===== config.mk =====
export PLATFORM = sky130hd
export DESIGN_NAME = fetch_top
export DESIGN_NICKNAME = d
export VERILOG_FILES = /design/src/hw/fetch_pkg.sv /design/src/hw/fetch_top.sv /design/src/hw/pc_sequencer.sv /design/src/hw/apb_fetch_master.sv /design/src/hw/instr_classify.sv /design/src/hw/md_stall_timer.sv
export VERILOG_INCLUDE_DIRS = /design/src /design/src/include
export SDC_FILE = /design/constraint.sdc
export NUM_CORES = 1
export LEC_CHECK = 0
export BUFFER_PORTS_ARGS = -buffer_cell sky130_fd_sc_hd__buf_4
export CAP_MARGIN = 5
export CORE_UTILIZATION = 55
export CTS_BUF_LIST = sky130_fd_sc_hd__clkbuf_8 sky130_fd_sc_hd__clkbuf_16
export DETAILED_ROUTE_END_ITERATION = 8
export MAX_ROUTING_LAYER = met4
export PLACE_DENSITY = 0.8
export REMOVE_ABC_BUFFERS = 1
export SLEW_MARGIN = 20
export SYNTH_ARGS = -nofsm -noshare
export SYNTH_HDL_FRONTEND = slang
export SYNTH_SLANG_ARGS = --single-unit

===== constraint.sdc =====
create_clock -name clk -period 21.6 [get_ports clk]
set_input_delay 2.16 -clock clk [delete_from_list [all_inputs] [get_ports clk]]
set_output_delay 2.16 -clock clk [all_outputs]
set_load 0.005 [all_outputs]

===== src/include/fetch_config.svh =====
`ifndef FETCH_CONFIG_SVH
`define FETCH_CONFIG_SVH

// address and data path width
`define CPU_WIDTH 32

// first fetch address after reset
`define RESET_PC 32'h8000_0000

// busy cycles of the multicycle unit, counted from md_start
`define MUL_LATENCY 3
`define DIV_LATENCY 16

// wide enough to hold the larger of the two latencies
`define MD_CNT_W 5

`endif

===== src/hw/fetch_pkg.sv =====
`include "fetch_config.svh"

package fetch_pkg;

    // fetch address, follows the core width
    typedef logic [`CPU_WIDTH-1:0] pc_t;

    // rv32 instruction word is always 32 bits
    typedef logic [31:0] instr_t;

    // coarse instruction classes seen by the front end
    // branches fall into seq, they are treated as not taken
    typedef enum logic [2:0] {
        CLS_SEQ  = 3'd0,  // anything that goes to pc+4
        CLS_JAL  = 3'd1,  // pc relative jump
        CLS_JALR = 3'd2,  // register jump, base taken as x0
        CLS_MUL  = 3'd3,  // mul, mulh, mulhsu, mulhu
        CLS_DIV  = 3'd4   // div, divu, rem, remu
    } instr_class_t;

endpackage


===== src/hw/fetch_top.sv =====
module fetch_top
    import fetch_pkg::*;
(
    input  logic   clk,
    input  logic   rst_n,
    input  instr_t prdata,
    input  logic   pready,
    input  logic   pslverr,
    input  logic   instr_ready,
    output logic   psel,
    output logic   penable,
    output logic   pwrite,
    output pc_t    paddr,
    output instr_t pwdata,
    output logic   instr_valid,
    output pc_t    instr_pc,
    output instr_t instr_word,
    output logic   md_busy
);

    logic         fetch_req;
    pc_t          fetch_addr;
    logic         fetch_done;
    instr_t       fetch_word;
    instr_class_t cls;
    pc_t          jal_target;
    pc_t          jalr_target;
    logic         md_start;
    logic         md_is_div;
    logic         md_done;

    pc_sequencer u_pc_sequencer (
        .clk         (clk),
        .rst_n       (rst_n),
        .fetch_done  (fetch_done),
        .fetch_word  (fetch_word),
        .cls         (cls),
        .jal_target  (jal_target),
        .jalr_target (jalr_target),
        .md_done     (md_done),
        .instr_ready (instr_ready),
        .fetch_req   (fetch_req),
        .fetch_addr  (fetch_addr),
        .md_start    (md_start),
        .md_is_div   (md_is_div),
        .instr_valid (instr_valid),
        .instr_pc    (instr_pc),
        .instr_word  (instr_word)
    );

    apb_fetch_master u_apb_fetch_master (
        .clk        (clk),
        .rst_n      (rst_n),
        .fetch_req  (fetch_req),
        .fetch_addr (fetch_addr),
        .prdata     (prdata),
        .pready     (pready),
        .pslverr    (pslverr),
        .psel       (psel),
        .penable    (penable),
        .pwrite     (pwrite),
        .paddr      (paddr),
        .pwdata     (pwdata),
        .fetch_done (fetch_done),
        .fetch_word (fetch_word)
    );

    // classifies the word in flight, sequencer registers the result
    instr_classify u_instr_classify (
        .word        (fetch_word),
        .pc          (fetch_addr),
        .cls         (cls),
        .jal_target  (jal_target),
        .jalr_target (jalr_target)
    );

    md_stall_timer u_md_stall_timer (
        .clk       (clk),
        .rst_n     (rst_n),
        .md_start  (md_start),
        .md_is_div (md_is_div),
        .md_busy   (md_busy),
        .md_done   (md_done)
    );

endmodule


===== src/hw/pc_sequencer.sv =====
`include "fetch_config.svh"

module pc_sequencer
    import fetch_pkg::*;
(
    input  logic         clk,
    input  logic         rst_n,
    input  logic         fetch_done,
    input  instr_t       fetch_word,
    input  instr_class_t cls,
    input  pc_t          jal_target,
    input  pc_t          jalr_target,
    input  logic         md_done,
    input  logic         instr_ready,
    output logic         fetch_req,
    output pc_t          fetch_addr,
    output logic         md_start,
    output logic         md_is_div,
    output logic         instr_valid,
    output pc_t          instr_pc,
    output instr_t       instr_word
);

    typedef enum logic [1:0] {
        S_IDLE = 2'd0,
        S_WAIT = 2'd1,
        S_HOLD = 2'd2,
        S_MD   = 2'd3
    } seq_state_t;

    seq_state_t   state;
    seq_state_t   state_nxt;
    pc_t          curr_pc;
    pc_t          pc_nxt;
    instr_class_t cls_q;
    pc_t          jal_q;
    pc_t          jalr_q;
    logic         hs;
    logic         capture;
    logic         new_is_md;
    logic         hold_is_md;
    logic         md_seen;
    logic         pc_load;

    assign hs         = instr_valid && instr_ready;
    assign capture    = (state == S_WAIT) && fetch_done;
    assign new_is_md  = (cls == CLS_MUL) || (cls == CLS_DIV);
    assign hold_is_md = (cls_q == CLS_MUL) || (cls_q == CLS_DIV);

    assign instr_valid = (state == S_HOLD);
    assign fetch_addr  = curr_pc;

    always_comb begin
        state_nxt = state;
        case (state)
            S_IDLE: begin
                if (fetch_req) // first idle cycle after reset only arms the request
                    state_nxt = S_WAIT;
            end
            S_WAIT: begin
                if (fetch_done)
                    state_nxt = S_HOLD;
            end
            S_HOLD: begin
                if (hs) begin
                    // timer may already be finished while downstream stalled
                    if (!hold_is_md || md_seen || md_done)
                        state_nxt = S_IDLE;
                    else
                        state_nxt = S_MD;
                end
            end
            S_MD: begin
                if (md_done)
                    state_nxt = S_IDLE;
            end
            default: state_nxt = S_IDLE;
        endcase
    end

    // next fetch address from the class of the held instruction
    always_comb begin
        case (cls_q)
            CLS_JAL:  pc_nxt = jal_q;
            CLS_JALR: pc_nxt = jalr_q;
            default:  pc_nxt = instr_pc + `CPU_WIDTH'd4; // seq, branch, mul, div
        endcase
    end

    assign pc_load = (state != S_IDLE) && (state_nxt == S_IDLE);

    always_ff @(posedge clk or negedge rst_n) begin
        if (!rst_n) begin
            state     <= S_IDLE;
            curr_pc   <= `RESET_PC;
            fetch_req <= 1'b0;
            md_start  <= 1'b0;
            md_is_div <= 1'b0;
            md_seen   <= 1'b0;
        end else begin
            state     <= state_nxt;
            fetch_req <= (state_nxt == S_IDLE); // one cycle pulse per idle visit
            md_start  <= capture && new_is_md;  // timer overlaps the downstream wait
            if (capture)
                md_is_div <= (cls == CLS_DIV);
            if (pc_load)
                curr_pc <= pc_nxt;
            // remember an early finish until the handshake
            if ((state == S_HOLD) && !hs)
                md_seen <= md_seen || md_done;
            else
                md_seen <= 1'b0;
        end
    end

    // output and decode payload, stable through HOLD
    always_ff @(posedge clk) begin
        if (capture) begin
            instr_pc   <= curr_pc;
            instr_word <= fetch_word;
            cls_q      <= cls;
            jal_q      <= jal_target;
            jalr_q     <= jalr_target;
        end
    end

endmodule


===== src/hw/apb_fetch_master.sv =====
module apb_fetch_master
    import fetch_pkg::*;
(
    input  logic   clk,
    input  logic   rst_n,
    input  logic   fetch_req,
    input  pc_t    fetch_addr,
    input  instr_t prdata,
    input  logic   pready,
    input  logic   pslverr,  // not acted on, word taken as returned
    output logic   psel,
    output logic   penable,
    output logic   pwrite,
    output pc_t    paddr,
    output instr_t pwdata,
    output logic   fetch_done,
    output instr_t fetch_word
);

    typedef enum logic [1:0] {
        A_IDLE   = 2'd0,
        A_SETUP  = 2'd1,
        A_ACCESS = 2'd2
    } apb_state_t;

    apb_state_t state;
    logic       xfer_end;

    assign xfer_end = (state == A_ACCESS) && pready;

    always_ff @(posedge clk or negedge rst_n) begin
        if (!rst_n) begin
            state <= A_IDLE;
        end else begin
            case (state)
                A_IDLE:   if (fetch_req) state <= A_SETUP;
                A_SETUP:  state <= A_ACCESS; // setup is always a single cycle
                A_ACCESS: if (pready) state <= A_IDLE;
                default:  state <= A_IDLE;
            endcase
        end
    end

    // address held from setup to the end of access
    always_ff @(posedge clk) begin
        if ((state == A_IDLE) && fetch_req)
            paddr <= fetch_addr;
    end

    assign psel    = (state != A_IDLE);
    assign penable = (state == A_ACCESS);
    assign pwrite  = 1'b0;          // read only port
    assign pwdata  = '0;

    assign fetch_done = xfer_end;   // same cycle as pready in access
    assign fetch_word = prdata;

endmodule


===== src/hw/instr_classify.sv =====
`include "fetch_config.svh"

module instr_classify
    import fetch_pkg::*;
(
    input  instr_t       word,
    input  pc_t          pc,
    output instr_class_t cls,
    output pc_t          jal_target,
    output pc_t          jalr_target
);

    localparam logic [6:0] OP_JAL   = 7'b1101111;
    localparam logic [6:0] OP_JALR  = 7'b1100111;
    localparam logic [6:0] OP_REG   = 7'b0110011;
    localparam logic [6:0] F7_MULDIV = 7'b0000001;

    logic [6:0] opcode;
    logic [2:0] funct3;
    logic [6:0] funct7;
    pc_t        imm_j;
    pc_t        imm_i;

    assign opcode = word[6:0];
    assign funct3 = word[14:12];
    assign funct7 = word[31:25];

    always_comb begin
        cls = CLS_SEQ;
        case (opcode)
            OP_JAL:  cls = CLS_JAL;
            OP_JALR: cls = CLS_JALR;
            OP_REG: begin
                if (funct7 == F7_MULDIV)
                    cls = funct3[2] ? CLS_DIV : CLS_MUL; // div/rem live in funct3 4..7
            end
            default: cls = CLS_SEQ;
        endcase
    end

    // j immediate, scrambled as imm[20|10:1|11|19:12]
    assign imm_j = {{(`CPU_WIDTH-21){word[31]}},
                    word[31],
                    word[19:12],
                    word[20],
                    word[30:21],
                    1'b0};

    // i immediate, sign extended from bit 31
    assign imm_i = {{(`CPU_WIDTH-12){word[31]}}, word[31:20]};

    assign jal_target = pc + imm_j;

    // rs1 taken as x0 here, so the target is the immediate itself
    assign jalr_target = {imm_i[`CPU_WIDTH-1:1], 1'b0};

endmodule


===== src/hw/md_stall_timer.sv =====
`include "fetch_config.svh"

module md_stall_timer
    import fetch_pkg::*;
(
    input  logic clk,
    input  logic rst_n,
    input  logic md_start,
    input  logic md_is_div,
    output logic md_busy,
    output logic md_done
);

    localparam logic [`MD_CNT_W-1:0] MUL_CYC = `MD_CNT_W'(`MUL_LATENCY);
    localparam logic [`MD_CNT_W-1:0] DIV_CYC = `MD_CNT_W'(`DIV_LATENCY);

    logic [`MD_CNT_W-1:0] cnt;
    logic [`MD_CNT_W-1:0] load_val;

    assign load_val = md_is_div ? DIV_CYC : MUL_CYC;

    // last busy cycle, lands latency cycles after the start pulse
    assign md_done = md_busy && (cnt == `MD_CNT_W'd1);

    always_ff @(posedge clk or negedge rst_n) begin
        if (!rst_n) begin
            md_busy <= 1'b0;
            cnt     <= '0;
        end else if (md_start) begin
            md_busy <= 1'b1;
            cnt     <= load_val;
        end else if (md_busy) begin
            cnt <= cnt - `MD_CNT_W'd1;
            if (md_done)
                md_busy <= 1'b0;  // unit free again
        end
    end

endmodule


==> summary.txt <==
Timing
  – Final critical-path required period: ~4.4 ns
  – RSZ-0062 raised after global routing: false
  – Clock Skews: 0.00845 ns
  – Final TNS setup: 0 ns
  – Max Fclk: 225 MHz
  – Slew headroom: 0.333
  – Fin. Hold Viols: 0
  – Worst slew pin tran: around 1.0 ns
  – Slew Viols, Final: 0
  – Setup violators final: 0
  – Final setup margin: between 15 and 20 ns
  – Fin crit share: 0.206

Synthesis
  – Async SR Flop Fraction: 0.261
  – Post-synth EDFFs: between 100 and 150
  – Synth Warn #: 0
  – Largest area contributor in the netlist: edfxtp_1
  – Avg Synthesized Cell Area: 12.2 µm²
  – Ranking of synthesized cells by area: edfxtp_1, dfrtp_1, ha_1
  – Post-synthesis cell area: between 0.008 and 0.009 mm²
  – Synth Flop Type: edfxtp_1
  – Synthesized netlist cell count: 699
  – Post-synthesis cell type count: 59
  – Most instantiated cells after synthesis: edfxtp_1, nand2_1, o21ai_0
  – Share of the synthesized area in the top cell type: 0.458
  – Sequential area share after synthesis: 0.593
  – Count leader, synth: edfxtp_1
  – Seq cells post-synth: 176

Setup path
  – WP buf/inv: 1
  – Crit path max-delay family: compound AO/OA/AOI/OAI gates
  – WP data arrival: 4.68 ns
  – CP Max Fanout: 4
  – Crit-path cells: buf_4 -> ha_1 -> fa_1 -> a21o_1 -> a221oi_2 -> o31ai_2 -> a31o_2 -> a21oi_2 -> nor2_1 -> a211oi_1
  – Worst Reg-to-Reg Cells: 9
  – Reg2reg end: u_pc_sequencer.jal_q[29]
  – Worst setup SP type: primary input
  – Slowest stage cell, crit path: fa_1
  – Critical Path End Type: flip-flop
  – Critical Path RT: 21.83 ns
  – WS Path Type: primary input to flip-flop
  – Worst r2r src: u_pc_sequencer.fetch_addr[1]
  – Max stage delay on crit path: 0.42 ns
  – R2R setup slack: 18.56 ns

Power
  – Sequential power share: 0.435
  – Combinational Power Share: 0.333
  – Clock power share: 0.232
  – VDD IR max: 0.0000687 V
  – Switching Power: 410 µW
  – Leakage: 0.00416 µW
  – Pwr Density: between 100 and 150 mW/mm²
  – Net Sw Frac: 0.332
  – Pint: a little over 800 µW

Finish
  – Diodes inserted: 0
  – Final net count: 906
  – Fin cells: slightly above 1000
  – Layout cells sized above 1: 0.221
  – Design area: between 0.01 and 0.015 mm²
  – Area grow syn2layout: 19.4%

Place
  – Inst Count DP: about 1000
  – DP Area: 0.00961 mm²
  – GP Congestion: 0.968
  – Setup slack at placement: 16.78 ns
  – HPWL after DPL: roughly 14000 µm
  – IO Port Bufs: 135

Clock network
  – CTS Buf Count: 17
  – # Post-CTS Setup Buffers: 0
  – Hold buffer count at CTS: 0
  – CTS tree: built
  – Worst-Skew Late Latency: 0.44 ns
  – Post-CTS Resized: 0
  – CTS max path bufs: 2
  – H-tree depth: 4
  – Clock slew seen by the registers of the worst setup and hold paths: 0.06 ns
  – Num Clock Sinks: 176
  – CTS Root Cell: clkbuf_16

Route
  – Routed WL per cell: 19.4 µm
  – WL final: around 20000 µm
  – DRC: 0
  – DR vias/cell: 6.04
  – Post-DRT Antenna Nets: 0
  – Iter 0 DRT Violations: 436
  – DR vias: 6259
  – Initial DRT Pass Iterations: 5

GRT
  – First-pass GRT wire length: around 32000 µm
  – Initial antenna violation count: 0
  – GRT Util Overall: 0.270
  – Largest net degree at the start of global routing: 74
  – Global route overflow: 0
  – Number of global-route vias before repair: 6122

Die
  – Core area: 0.0151 mm²
  – FP Rows: 45
  – Starting Density: 0.563
  – Die Wd: 126 µm
  – DIE HEIGHT: 126 µm
  – Die area: roughly 0.016 mm²
  – I/O pin count: 170

Min path
  – Worst hold path depth: 0
  – WHS Endpoint: u_pc_sequencer.jal_q[0]
  – Hold_sp: u_pc_sequencer.fetch_addr[0]
  – Worst hold path class: flip-flop to flip-flop

Job
  – Max cap viols: 0

Status
  – Status: finished, final reports clean
-- worst max-delay path by stage --
| stage | slack, ns | cells after the start | to | startpoint |
|---|---|---|---|---|
| 3_5_place_dp | 16.78 | 10 | u_pc_sequencer.jal_q[19] | prdata[21] |
| 3_3_place_gp | 16.80 | 10 | u_pc_sequencer.jal_q[19] | prdata[21] |
| 2_1_floorplan | 11.51 | 3 | u_pc_sequencer.md_is_div | pready |
| 5_1_grt | 17.10 | 10 | u_pc_sequencer.jal_q[29] | prdata[21] |
| 6_report | 17.16 | 10 | u_pc_sequencer.jal_q[29] | prdata[21] |
| 4_1_cts | 17.23 | 10 | u_pc_sequencer.jal_q[19] | prdata[21] |
-- power by group through the flow --
| stage | sequential [µW] | clock [µW] | combinational (µW) |
|---|---|---|---|
| after detailed placement | 543 | 0 | 396 |
| after global placement | 538 | 0 | 378 |
| final | 537 | 286 | 411 |
| after global routing | 546 | 301 | 450 |
| after CTS | 537 | 289 | 403 |
| after floorplan | 534 | 0 | 262 |
-- registers in the layout, summed over array words and instances (netlist names) --
name,cells
u_md_stall_timer.md_busy,1
u_pc_sequencer.jal_q,32
u_apb_fetch_master.paddr,32
u_pc_sequencer.fetch_addr,32
u_pc_sequencer.instr_pc,31
u_pc_sequencer.fetch_req,1
u_pc_sequencer.instr_word,32
u_pc_sequencer.cls_q,3
u_apb_fetch_master.state,2
u_pc_sequencer.state,2
u_pc_sequencer.md_seen,1
u_md_stall_timer.cnt,5
u_pc_sequencer.md_start,1
u_pc_sequencer.md_is_div,1
-- logic make-up after synthesis --
| family | synth area share |
|---|---|
| and+or+nand+nor | 0.106 |
| buffers and inverters | 0.0468 |
| AOI/OAI and AO/OA | 0.140 |
| other | 0.000440 |
| muxes | 0.00264 |
| xor gates and xnor gates | 0.0606 |
| adders and majority gates | 0.0508 |
| DFF | 0.593 |
-- cells in the final DEF, fill, tap and decap left out, types with 7 or more instances in the layout --
cell type and count:
buf_4 141, edfxtp_1 130, nand2_1 64, o21ai_0 50, dfrtp_1 45, xnor2_1 39
a21oi_1 33, ha_1 33, conb_1 33, a221oi_1 31, nor2_1 30, inv_1 20
xor2_1 20, nand3_1 18, clkbuf_16 17, a21o_1 12, and3_1 11, and2_1 11
nor3_1 7, and4_1 7, nand4_1 7
-- worst register-to-register path, cell delays in order (launching register included) --
cell,delay [ns]
dfrtp_1,0.42
ha_1,0.23
fa_1,0.42
a21o_1,0.23
a221oi_2,0.40
o31ai_2,0.21
a31o_2,0.31
a21oi_2,0.23
nor2_1,0.09
a211oi_1,0.29
-- area by class of cell --
cell class	count	area, µm²
Timing Repair Buffer	142	1090
Tap cell	188	235
Clock inverter	15	115
Sequential cell	176	5060
Clock buffer	17	425
Fill cell	1109	4960
Inverter	15	56.3
Multi-Input combinational cell	483	3210
-- layer usage --
layer,up-vias,wire [µm],track usage
met5,-,0,-
met4,0,544,0.123
met3,40,1460,0.0506
met2,309,10100,0.442
met1,3072,8030,0.327
li1,2838,-,-
-- metrics by stage --
stage               power, µW  hold slack (ns)   util
CTS                      1230            0.497  0.670
finish                   1230            0.490  0.672
floorplan                 797            0.442      -
global placement          915            0.449  0.635
detailed placement        939            0.482  0.635
global route             1300            0.529  0.672
Note: power is estimated with default switching activity, not from simulation.
